<file path="src/design/exe_ops_pkg.sv">
package exe_ops_pkg;

    // bit positions of the one-hot alu operation
    localparam int ALU_ADD  = 0;
    localparam int ALU_SUB  = 1;
    localparam int ALU_SLT  = 2;
    localparam int ALU_SLTU = 3;
    localparam int ALU_AND  = 4;
    localparam int ALU_NOR  = 5;
    localparam int ALU_OR   = 6;
    localparam int ALU_XOR  = 7;
    localparam int ALU_SLL  = 8;
    localparam int ALU_SRL  = 9;
    localparam int ALU_SRA  = 10;
    localparam int ALU_LUI  = 11;

    // multiply: low word, signed high, unsigned high
    localparam int MUL_LO  = 0;
    localparam int MUL_HI  = 1;
    localparam int MUL_HIU = 2;

    // load kinds
    localparam int LD_B  = 0;
    localparam int LD_H  = 1;
    localparam int LD_W  = 2;
    localparam int LD_BU = 3;
    localparam int LD_HU = 4;

    // store kinds
    localparam int ST_B = 0;
    localparam int ST_H = 1;
    localparam int ST_W = 2;

    // stable counter reads
    localparam int RDCNT_LO = 0;
    localparam int RDCNT_HI = 1;

    typedef logic [11:0] alu_op_t;
    typedef logic [2:0]  mul_op_t;
    typedef logic [4:0]  ld_op_t;
    typedef logic [2:0]  st_op_t;
    typedef logic [1:0]  rdcnt_op_t;
    typedef logic [4:0]  reg_idx_t;
    typedef logic [31:0] word_t;

    // one decoded instruction from decode
    typedef struct packed {
        alu_op_t   alu_op;
        mul_op_t   mul_op;
        ld_op_t    ld_op;
        st_op_t    st_op;
        rdcnt_op_t rdcnt_op;
        logic      src1_is_pc;
        logic      src2_is_imm;
        logic      gr_we;
        logic      mem_we;
        logic      res_from_mem;
        reg_idx_t  dest;
        word_t     imm;
        word_t     rj_value;
        word_t     rkd_value;
        word_t     pc;
    } de_to_ex_t;

    typedef struct packed {
        word_t    pc;
        word_t    result;
        reg_idx_t dest;
        logic     gr_we;
        logic     res_from_mem;
        logic     mem_we;
        ld_op_t   ld_op;
        logic [1:0] ls_offset;
        word_t    rkd_value;
        logic     ale;
        logic     mem_req_made;
    } ex_to_mem_t;

    // dest is zero when there is nothing to forward
    typedef struct packed {
        reg_idx_t dest;
        word_t    data;
        logic     block;
    } ex_forward_t;

endpackage

</file>
<file path="src/design/data_port_pkg.sv">
package data_port_pkg;

    // access size as seen on the data sram port
    typedef enum logic [1:0] {
        SIZE_BYTE = 2'd0,
        SIZE_HALF = 2'd1,
        SIZE_WORD = 2'd2
    } access_size_t;

    typedef logic [3:0] strb_t;

    // one request on the data sram port
    typedef struct packed {
        logic         wr;
        access_size_t size;
        strb_t        wstrb;
        logic [31:0]  addr;
        logic [31:0]  wdata;
    } data_req_t;

    // strobe for a full word store
    localparam strb_t STRB_WORD = 4'b1111;

    // strobes for the two half-word lanes
    localparam strb_t STRB_HALF_LO = 4'b0011;
    localparam strb_t STRB_HALF_HI = 4'b1100;

    // loads never write a lane
    localparam strb_t STRB_NONE = 4'b0000;

endpackage

</file>
<file path="src/design/exe_stage_reg.sv">
module exe_stage_reg (
    input  logic                    clk,
    input  logic                    reset,

    input  logic                    in_valid,
    output logic                    in_ready,
    input  exe_ops_pkg::de_to_ex_t  in_inst,

    output logic                    stage_valid,
    output exe_ops_pkg::de_to_ex_t  stage_inst,

    input  logic                    lsu_done,

    output logic                    out_valid,
    input  logic                    out_ready
);

    logic accept;

    // held back until memory side is done with the instruction
    assign out_valid = stage_valid && lsu_done;

    // empty, or the current one leaves on this edge
    assign in_ready = !stage_valid || (out_valid && out_ready);

    assign accept = in_valid && in_ready;

    always_ff @(posedge clk) begin
        if (reset) begin
            stage_valid <= 1'b0;
        end else if (in_ready) begin
            stage_valid <= in_valid;
        end
    end

    // instruction register, loaded when accepted
    always_ff @(posedge clk) begin
        if (accept) begin
            stage_inst <= in_inst;
        end
    end

endmodule

</file>
<file path="src/design/exe_compute.sv">
module exe_compute #(
    parameter int COUNTER_WIDTH = 64
) (
    input  logic                    clk,
    input  logic                    reset,
    input  exe_ops_pkg::de_to_ex_t  stage_inst,
    output exe_ops_pkg::word_t      alu_result,
    output exe_ops_pkg::word_t      result
);
    import exe_ops_pkg::*;

    logic                     src_sign;
    logic [32:0]              src1;
    logic [32:0]              src2;
    logic signed [65:0]       mul_prod;

    word_t                    add_res;
    word_t                    sub_res;
    word_t                    slt_res;
    word_t                    sltu_res;
    word_t                    sll_res;
    word_t                    srl_res;
    word_t                    sra_res;
    word_t                    alu_out;

    word_t                    mul_lo;
    word_t                    mul_hi;

    logic [COUNTER_WIDTH-1:0] stable_cnt;
    word_t                    cnt_lo;
    word_t                    cnt_hi;

    // operand select
    assign src1[31:0] = stage_inst.src1_is_pc  ? stage_inst.pc  : stage_inst.rj_value;
    assign src2[31:0] = stage_inst.src2_is_imm ? stage_inst.imm : stage_inst.rkd_value;

    // extra top bit turns the 33-bit signed multiply into signed or unsigned
    assign src_sign = stage_inst.mul_op[MUL_LO] | stage_inst.mul_op[MUL_HI];
    assign src1[32] = src_sign & src1[31];
    assign src2[32] = src_sign & src2[31];

    // alu
    assign add_res  = src1[31:0] + src2[31:0];
    assign sub_res  = src1[31:0] - src2[31:0];
    assign slt_res  = {31'd0, $signed(src1[31:0]) < $signed(src2[31:0])};
    assign sltu_res = {31'd0, src1[31:0] < src2[31:0]};
    assign sll_res  = src1[31:0] << src2[4:0];
    assign srl_res  = src1[31:0] >> src2[4:0];
    assign sra_res  = word_t'($signed(src1[31:0]) >>> src2[4:0]);

    always_comb begin
        alu_out = ({32{stage_inst.alu_op[ALU_ADD]}}  & add_res)
                | ({32{stage_inst.alu_op[ALU_SUB]}}  & sub_res)
                | ({32{stage_inst.alu_op[ALU_SLT]}}  & slt_res)
                | ({32{stage_inst.alu_op[ALU_SLTU]}} & sltu_res)
                | ({32{stage_inst.alu_op[ALU_AND]}}  & (src1[31:0] & src2[31:0]))
                | ({32{stage_inst.alu_op[ALU_NOR]}}  & ~(src1[31:0] | src2[31:0]))
                | ({32{stage_inst.alu_op[ALU_OR]}}   & (src1[31:0] | src2[31:0]))
                | ({32{stage_inst.alu_op[ALU_XOR]}}  & (src1[31:0] ^ src2[31:0]))
                | ({32{stage_inst.alu_op[ALU_SLL]}}  & sll_res)
                | ({32{stage_inst.alu_op[ALU_SRL]}}  & srl_res)
                | ({32{stage_inst.alu_op[ALU_SRA]}}  & sra_res)
                | ({32{stage_inst.alu_op[ALU_LUI]}}  & src2[31:0]);
    end

    // also the load/store address
    assign alu_result = alu_out;

    // multiplier
    assign mul_prod = $signed(src1) * $signed(src2);
    assign mul_lo   = mul_prod[31:0];
    assign mul_hi   = mul_prod[63:32];

    // free-running stable counter
    always_ff @(posedge clk) begin
        if (reset) begin
            stable_cnt <= '0;
        end else begin
            stable_cnt <= stable_cnt + 1'b1;
        end
    end

    assign cnt_lo = stable_cnt[31:0];
    // bits above 31, zero-extended
    assign cnt_hi = word_t'(stable_cnt >> 32);

    // result select
    always_comb begin
        result = ({32{|stage_inst.alu_op}}              & alu_out)
               | ({32{stage_inst.mul_op[MUL_LO]}}       & mul_lo)
               | ({32{stage_inst.mul_op[MUL_HI]
                    | stage_inst.mul_op[MUL_HIU]}}      & mul_hi)
               | ({32{stage_inst.rdcnt_op[RDCNT_LO]}}   & cnt_lo)
               | ({32{stage_inst.rdcnt_op[RDCNT_HI]}}   & cnt_hi);
    end

endmodule

</file>
<file path="src/design/exe_lsu.sv">
module exe_lsu (
    input  logic                      clk,
    input  logic                      reset,

    input  logic                      stage_valid,
    input  exe_ops_pkg::de_to_ex_t    stage_inst,
    input  exe_ops_pkg::word_t        addr,

    input  logic                      leaving,

    output logic                      data_req_valid,
    output data_port_pkg::data_req_t  data_req,
    input  logic                      data_addr_ok,

    output logic                      lsu_done,
    output logic                      ale,
    output logic                      req_made
);
    import exe_ops_pkg::*;
    import data_port_pkg::*;

    logic       is_mem;
    logic       is_byte;
    logic       is_half;
    logic       is_word;
    logic [1:0] offset;
    logic       accepted;
    logic       req_done;
    strb_t      st_strb;
    word_t      st_data;

    assign is_mem = stage_inst.res_from_mem | stage_inst.mem_we;
    assign offset = addr[1:0];

    assign is_byte = stage_inst.ld_op[LD_B] | stage_inst.ld_op[LD_BU] | stage_inst.st_op[ST_B];
    assign is_half = stage_inst.ld_op[LD_H] | stage_inst.ld_op[LD_HU] | stage_inst.st_op[ST_H];
    assign is_word = stage_inst.ld_op[LD_W] | stage_inst.st_op[ST_W];

    // alignment check
    assign ale = (is_half & offset[0]) | (is_word & |offset);

    // store lanes and replicated data
    always_comb begin
        if (stage_inst.st_op[ST_B]) begin
            st_strb = strb_t'(4'b0001 << offset);
            st_data = {4{stage_inst.rkd_value[7:0]}};
        end else if (stage_inst.st_op[ST_H]) begin
            st_strb = offset[1] ? STRB_HALF_HI : STRB_HALF_LO;
            st_data = {2{stage_inst.rkd_value[15:0]}};
        end else if (stage_inst.st_op[ST_W]) begin
            st_strb = STRB_WORD;
            st_data = stage_inst.rkd_value;
        end else begin
            st_strb = STRB_NONE;
            st_data = stage_inst.rkd_value;
        end
    end

    always_comb begin
        data_req.wr    = stage_inst.mem_we;
        data_req.wstrb = st_strb;
        data_req.addr  = addr;
        data_req.wdata = st_data;
        if (is_byte) begin
            data_req.size = SIZE_BYTE;
        end else if (is_half) begin
            data_req.size = SIZE_HALF;
        end else begin
            data_req.size = SIZE_WORD;
        end
    end

    // one request per instruction, never repeated under back-pressure
    assign data_req_valid = stage_valid && is_mem && !ale && !req_done;
    assign accepted       = data_req_valid && data_addr_ok;

    always_ff @(posedge clk) begin
        if (reset || leaving) begin
            req_done <= 1'b0;
        end else if (accepted) begin
            req_done <= 1'b1;
        end
    end

    assign req_made = req_done || accepted;

    // misaligned accesses pass straight through
    assign lsu_done = !is_mem || ale || req_made;

endmodule

</file>
<file path="src/design/exe_stage.sv">
module exe_stage #(
    parameter int COUNTER_WIDTH = 64
) (
    input  logic                      clk,
    input  logic                      reset,

    input  logic                      in_valid,
    output logic                      in_ready,
    input  exe_ops_pkg::de_to_ex_t    in_inst,

    output logic                      out_valid,
    input  logic                      out_ready,
    output exe_ops_pkg::ex_to_mem_t   out_inst,

    output logic                      data_req_valid,
    output data_port_pkg::data_req_t  data_req,
    input  logic                      data_addr_ok,

    output exe_ops_pkg::ex_forward_t  forward
);
    import exe_ops_pkg::*;

    logic      stage_valid;
    de_to_ex_t stage_inst;
    word_t     alu_result;
    word_t     result;
    logic      lsu_done;
    logic      leaving;
    logic      ale;
    logic      req_made;

    // instruction leaves towards the memory stage this cycle
    assign leaving = out_valid && out_ready;

    exe_stage_reg u_stage_reg (
        .clk         (clk),
        .reset       (reset),
        .in_valid    (in_valid),
        .in_ready    (in_ready),
        .in_inst     (in_inst),
        .stage_valid (stage_valid),
        .stage_inst  (stage_inst),
        .lsu_done    (lsu_done),
        .out_valid   (out_valid),
        .out_ready   (out_ready)
    );

    exe_compute #(
        .COUNTER_WIDTH (COUNTER_WIDTH)
    ) u_compute (
        .clk        (clk),
        .reset      (reset),
        .stage_inst (stage_inst),
        .alu_result (alu_result),
        .result     (result)
    );

    exe_lsu u_lsu (
        .clk            (clk),
        .reset          (reset),
        .stage_valid    (stage_valid),
        .stage_inst     (stage_inst),
        .addr           (alu_result),
        .leaving        (leaving),
        .data_req_valid (data_req_valid),
        .data_req       (data_req),
        .data_addr_ok   (data_addr_ok),
        .lsu_done       (lsu_done),
        .ale            (ale),
        .req_made       (req_made)
    );

    always_comb begin
        out_inst.pc           = stage_inst.pc;
        out_inst.result       = result;
        out_inst.dest         = stage_inst.dest;
        out_inst.gr_we        = stage_inst.gr_we;
        out_inst.res_from_mem = stage_inst.res_from_mem;
        out_inst.mem_we       = stage_inst.mem_we;
        out_inst.ld_op        = stage_inst.ld_op;
        out_inst.ls_offset    = alu_result[1:0];
        out_inst.rkd_value    = stage_inst.rkd_value;
        out_inst.ale          = ale;
        out_inst.mem_req_made = req_made;

        // loads block decode until the memory stage returns data
        forward.dest  = {5{stage_valid && stage_inst.gr_we}} & stage_inst.dest;
        forward.data  = result;
        forward.block = stage_inst.res_from_mem;
    end

endmodule

</file>
<file path="config.mk">
export PLATFORM = sky130hd
export DESIGN_NAME = exe_stage
export DESIGN_NICKNAME = d
export VERILOG_FILES = /design/src/design/exe_ops_pkg.sv /design/src/design/data_port_pkg.sv /design/src/design/exe_stage_reg.sv /design/src/design/exe_compute.sv /design/src/design/exe_lsu.sv /design/src/design/exe_stage.sv
export SDC_FILE = /design/constraint.sdc
export NUM_CORES = 2
export LEC_CHECK = 0
export ABC_AREA = 1
export BUFFER_PORTS_ARGS = -buffer_cell sky130_fd_sc_hd__buf_2
export CORE_MARGIN = 1.5
export CORE_UTILIZATION = 45
export DETAILED_ROUTE_END_ITERATION = 7
export SYNTH_ARGS = -nofsm -noshare
export SYNTH_HDL_FRONTEND = slang
export SYNTH_SLANG_ARGS = --single-unit
</file>
<file path="constraint.sdc">
create_clock -name clk -period 14.3 [get_ports clk]
set_input_delay 2.86 -clock clk [delete_from_list [all_inputs] [get_ports clk]]
set_output_delay 2.86 -clock clk [all_outputs]
set_load 0.03 [all_outputs]
</file>
Yosys cells after proc, flatten, opt, wreduce, memory -nomap -nowiden
Index checks and enable logic that the tools add are counted.
{"block": "word_totals", "regBits": 229, "input_bits": 168, "out_inout_bits": 225, "wordCells": 107}
{"block": "op_classes", "addsub": 3, "mul": 1, "magnitude_cmp": 2, "shifts": 4, "muxes": 10, "n_bitwise": 50, "n_reduce_logical": 19}
{"cell": "bitwise AND 32 bit", "n": 16}
{"cell": "OR 32 bit", "n": 16}
{"cell": "two-way mux 32 bit", "n": 4}
{"cell": "adder 64 x 1 -> 64 bit (second input constant)", "n": 1}
{"cell": "bitwise AND 32 x 1 -> 32 bit", "n": 2}
{"cell": "< comparator 32 bit", "n": 2}
{"cell": "multiplier 33 x 33 -> 64 bit", "n": 1}
{"cell": "adder 32 bit", "n": 1}
{"cell": "NOT 32 bit", "n": 1}
{"cell": "left shift 32 x 5 -> 32 bit", "n": 1}
{"cell": ">> shifter 32 x 5 -> 32 bit", "n": 1}
{"cell": ">>> shifter 32 x 5 -> 32 bit", "n": 1}
{"cell": "subtractor 32 bit", "n": 1}
{"cell": "bitwise XOR 32 bit", "n": 1}
{"cell": "two-way mux 4 bit", "n": 4}
{"cell": "OR reduction 12 bit", "n": 1}
{"cell": "OR 1 bit", "n": 9}
{"cell": "logical AND 1 bit", "n": 8}
{"cell": "bitwise AND 5 bit", "n": 1}
{"cell": "logical OR 1 bit", "n": 5}
{"cell": "bitwise AND 1 bit", "n": 4}
{"cell": "logical NOT 1 bit", "n": 4}
{"cell": "two-way mux 2 bit", "n": 2}
{"cell": "left shift 1 x 2 -> 4 bit (first input constant)", "n": 1}
{"cell": "OR reduction 2 bit", "n": 1}

Longest topological paths before layout
{"block": "logic_depth", "word_depth": 27, "mapped_depth": 43, "ltp_nobuf": 38}

Hierarchy
From an unflattened synthesis, not the netlist that was laid out.
{"block": "unflattened", "hier_cells": 7949, "area_unflattened_um2": 59669.7}
{"mod": "exe_compute", "n_inst": 1, "cells_per_inst": 7589, "area_each_um2": 53532.6, "seq_area_each_um2": 1281.2}
{"mod": "exe_stage_reg", "n_inst": 1, "cells_per_inst": 171, "area_each_um2": 4952.2, "seq_area_each_um2": 4914.7}
{"mod": "exe_lsu", "n_inst": 1, "cells_per_inst": 141, "area_each_um2": 870.8, "seq_area_each_um2": 20.0}
{"mod": "exe_stage", "n_inst": 1, "cells_per_inst": 48, "area_each_um2": 314.1, "seq_area_each_um2": 0.0}

Worst setup path after synthesis
No wires, ideal clock.
{"block": "synth_path", "path_kind": "register to output", "startpoint": "register u_stage_reg.stage_inst[136] (netlist name)", "endpoint": "output out_inst[64] (netlist bit)", "t_arrival_ps": 8723, "t_required_ps": 11440, "slack_ps": 2717, "stages_incl_launch_ff": 40, "path_buffers": 8, "cell_sequence": "edfxtp_1 -> buf_6 -> inv_4 -> buf_6 -> or2_1 -> o21a_2 -> buf_6 -> buf_6 -> buf_2 -> clkbuf_1 -> clkbuf_1 -> nand2_1 -> fa_1 -> fa_1 -> inv_1 -> fa_1 -> inv_1 -> fa_1 -> (+4 left out) -> inv_1 -> fa_1 -> inv_1 -> ha_1 -> nand2_1 -> o21ai_0 -> a21oi_1 -> or2_2 -> nand4_1 -> nand2_1 -> nand2_1 -> nand2_1 -> nand2_1 -> nand3_1 -> o211ai_1 -> nor2_1 -> o21ai_0 -> buf_4"}
{"item": "to (decl)", "line_no": "exe_stage.sv:13", "source": "output exe_ops_pkg::ex_to_mem_t out_inst,"}

==> summary.md <==
| Metric | Value |
|---|---|
| Outcome | finished with violations |
| Violated checks | capacitance limit, slew limit |
| Count of final hold-check violations | 0 |
| Final HPWL DP | between 200000 and 250000 microns |
| Hold bufs inserted after CTS | 0 |
| Number of nets at the end of the flow | about 9000 |
| Most numerous cell types in the synthesized netlist | 1552 x sky130_fd_sc_hd__inv_1, 1456 x sky130_fd_sc_hd__nand2_1, 1127 x sky130_fd_sc_hd__fa_1 |
| Overall die area | approximately 130000 sq um |
| TritonRoute pass-1 iters | 8 |
| Clock latency on the worst-skew pair | approximately 660 ps |
| Hold path cells | 1 |
| Sequential Area | a little over 6000 sq um |
| Register-to-register path setup slack | about 7100 ps |
| Category of the worst setup path launch point | flip-flop |
| Overall global routing resource usage | 0.414 |
| Path class of the lowest-slack min-delay path | flip-flop to flip-flop |
| CTS tree | done |
| Worst Tran Pin Value | between 1500 and 2000 ps |
| Total global routing overflow | 0 |
| Top metal layer carrying routed signals | met5 |
| Maximum number of pins on one net before global-route repair | 138 |
| Number of standard-cell rows in the floorplan | 130 |
| Critical path data required time | between 10000 and 15000 ps |
| Post-synth top area cell | sky130_fd_sc_hd__fa_1 |
| Met3 Routed Length | roughly 26000 microns |
| Height of the die | 360 microns |
| Final wirelength | between 200000 and 300000 microns |
| Share of the synthesized area in the top cell type | 0.393 |
| Metal1 wirelength | between 100000 and 150000 microns |
| Vias in the first global route | 53092 |
| Setup violators final | 0 |
| Post-route DRC | 0 |
| Cts bufs inserted | 28 |
| Worst slack at placement | approximately 1200 ps |
| Metal2 WL | between 100000 and 150000 microns |
| Multi-input logic area | 42900 sq um |
| Worst-path fanout max | 17 |
| Clock Pin Slew Worst Setup and Hold Paths | around 60 ps |
| Post-CTS setup-driven buffer insertion count | 0 |
| Die Span X | around 360 microns |
| Part of the Yosys area used for sequential elements | 0.108 |
| Net Count, Synth | approximately 8800 |
| Wire length of the first global-routing pass | about 380000 microns |
| Clk sink count | about 230 |
| Mean instance size in the synthesized netlist | around 7.9 sq um |
| Period minus WS final | about 14000 ps |
| Area grow syn2layout | 6.86% |
| Slew Limit Fails | 2 |
| Post-CTS resize count | 0 |
| Number of antenna violations at the first check in global routing | 13 |
| Count of state elements after synthesis | between 200 and 250 |
| Number of max-cap violations | 1 |
| Cell count after synthesis | approximately 7200 |
| Dominant cell type by count on the critical path | sky130_fd_sc_hd__fa_1 |
| Layout filler cell count | around 13000 |
| Largest stage delay on the critical path | ~900 ps |
| Most common cell in the netlist | sky130_fd_sc_hd__inv_1 |
| Depth of the most critical reg-to-reg path | 22 |
| Mapped Area | 57400 sq um |
| Detailed-route vias per instance | between 5 and 6 |
| Core ar. | around 130000 sq um |
| Gp weighted congestion | 1.02 |
| Worst slew margin relative to its limit | -0.0684 |
| Vias | approximately 52000 |
| DR iter-0 viols | roughly 5700 |
| Maximum clock rate | approximately 70 MHz |
| Unrepaired setup endpoints after global routing | no |
| Warnings from Yosys | 0 |
| WS Path Type | flip-flop to output port |
| Worst-case clock skew | around 49 ps |
| Hold slack final | about 470 ps |
| Antenna-violating nets left | 0 |
| Starting density of the core | 0.455 |
| Final TNS setup | 0 ps |
| Synth top area cells | sky130_fd_sc_hd__fa_1 39%, sky130_fd_sc_hd__inv_1 10%, sky130_fd_sc_hd__nand2_1 9.5% |
| Arr. time, crit path | 11140 ps |
| CP max-delay cell | sky130_fd_sc_hd__nand2_1 |
| Port Buf Inserts | around 390 |
| Fraction of final layout cells with drive strength greater than 1 | 0.101 |
| Kind of capture point of the worst setup path | output port |
| Routed length per instance | 29.5 microns |
| Number of enable-type register cells in the synthesized netlist | 163 |
| Top flip-flop cell by instance count after synthesis | sky130_fd_sc_hd__edfxtp_1 |
| Cell variety after synth | 71 |
| Maximum number of buffers from clock root to sink | 3 |
| I/O pin count | ~390 |
| Final worst-path setup slack | a little over 300 ps |
| Crit share post-route | 0.979 |
| Number of levels the H-tree was split into | 1 |
| Root buf cell | sky130_fd_sc_hd__clkbuf_16 |
| Synth async-reset ratio | 0 |
-- area by class of cell --
class | instances | area share
Clock inverter | 21 | 0.00485
Inverter | 1590 | 0.0974
Sequential cell | 229 | 0.101
Multi-Input combinational cell | 4989 | 0.700
Clock buffer | 30 | 0.0115
Tap cell | 1650 | 0.0337
Antenna cell | 7 | 0.000286
Timing Repair Buffer | 536 | 0.0510
-- through the flow --
step | std cells | utilization | instance area (sq um)
3_5_place_dp | 8994 | 0.479 | 60300
5_1_grt | 9046 | 0.487 | 61300
4_1_cts | 9045 | 0.487 | 61300
2_1_floorplan | 7240 | - | 57400
3_3_place_gp | 8994 | 0.479 | 60300
6_report | 9052 | 0.487 | 61400
-- critical path: cells and delay by family, from the launching register on --
family | cells | cell delay [ps]
buffers and inverters | 10 | 2020
adder cells (fa/ha/maj) | 9 | 4360
flip-flops | 1 | 600
AO/OA/AOI/OAI | 4 | 1580
AND/OR/NAND/NOR | 7 | 1920
-- cells by family (layout without fill, tap and decap cells) --
kind of cell    after synthesis  in the layout  share of synthesized area
flops                       229            229                      0.108
mux                           8              8                    0.00150
other cells                   0              7                          0
simple gates               2608           2608                      0.186
buf+inv                    2022           2177                      0.145
xor+xnor                     47             47                    0.00717
compound gates              889            889                     0.0917
fa+ha+maj                  1437           1437                      0.461
-- flip-flops by register name (all words and copies together), names as in the netlist --
register                 flops
u_stage_reg.stage_valid      1
u_compute.stable_cnt        64
u_lsu.req_done               1
u_stage_reg.stage_inst     163
-- placed cells by master, fill, tap and decap left out, types with 10 or more instances in the layout --
| cell | n |
|---|---|
| sky130_fd_sc_hd__or2_2 | 39 |
| sky130_fd_sc_hd__xor2_1 | 32 |
| sky130_fd_sc_hd__nand4_1 | 31 |
| sky130_fd_sc_hd__nand2_2 | 31 |
| sky130_fd_sc_hd__nor2_1 | 717 |
| sky130_fd_sc_hd__clkbuf_16 | 28 |
| sky130_fd_sc_hd__xnor2_1 | 15 |
| sky130_fd_sc_hd__o21bai_1 | 10 |
| sky130_fd_sc_hd__nand2_1 | 1456 |
| sky130_fd_sc_hd__a21oi_1 | 279 |
| sky130_fd_sc_hd__nand3_1 | 188 |
| sky130_fd_sc_hd__inv_2 | 21 |
| sky130_fd_sc_hd__buf_2 | 392 |
| sky130_fd_sc_hd__o21ai_1 | 43 |
| sky130_fd_sc_hd__dfxtp_1 | 66 |
| sky130_fd_sc_hd__clkinv_1 | 22 |
| sky130_fd_sc_hd__o2111ai_1 | 20 |
| sky130_fd_sc_hd__inv_1 | 1548 |
| sky130_fd_sc_hd__o21ai_2 | 22 |
| sky130_fd_sc_hd__nor3_1 | 76 |
| sky130_fd_sc_hd__a211oi_1 | 11 |
| sky130_fd_sc_hd__fa_1 | 1127 |
| sky130_fd_sc_hd__a21o_1 | 21 |
| sky130_fd_sc_hd__buf_4 | 137 |
| sky130_fd_sc_hd__o21ai_0 | 274 |
| sky130_fd_sc_hd__ha_1 | 310 |
| sky130_fd_sc_hd__a21boi_0 | 19 |
| sky130_fd_sc_hd__o22ai_1 | 32 |
| sky130_fd_sc_hd__edfxtp_1 | 163 |
| sky130_fd_sc_hd__o221ai_1 | 26 |
| sky130_fd_sc_hd__a31oi_1 | 31 |
| sky130_fd_sc_hd__nor4_1 | 16 |
| sky130_fd_sc_hd__o211ai_1 | 31 |
| sky130_fd_sc_hd__o21a_1 | 20 |
| sky130_fd_sc_hd__a221oi_1 | 15 |
-- final timing paths --
check                                                      startpoint                                   end
worst min register to register    u_compute.stable_cnt[23]$_SDFF_PP0_   u_compute.stable_cnt[23]$_SDFF_PP0_
worst min-delay path              u_compute.stable_cnt[23]$_SDFF_PP0_   u_compute.stable_cnt[23]$_SDFF_PP0_
worst max-delay path            u_stage_reg.stage_inst[137]$_DFFE_PP_                          out_inst[67]
worst max register to register  u_stage_reg.stage_inst[136]$_DFFE_PP_  u_stage_reg.stage_inst[10]$_DFFE_PP_
-- per-layer routing --
metal  up-vias  track usage
li1      22077            -
met1     25928        0.546
met2      3025        0.628
met3       626       0.0867
met4         4        0.243
met5         -            0
Power is left out: the tool's default activity adds up to more than one toggle a clock period on the data nets, which glitch-free logic cannot reach.
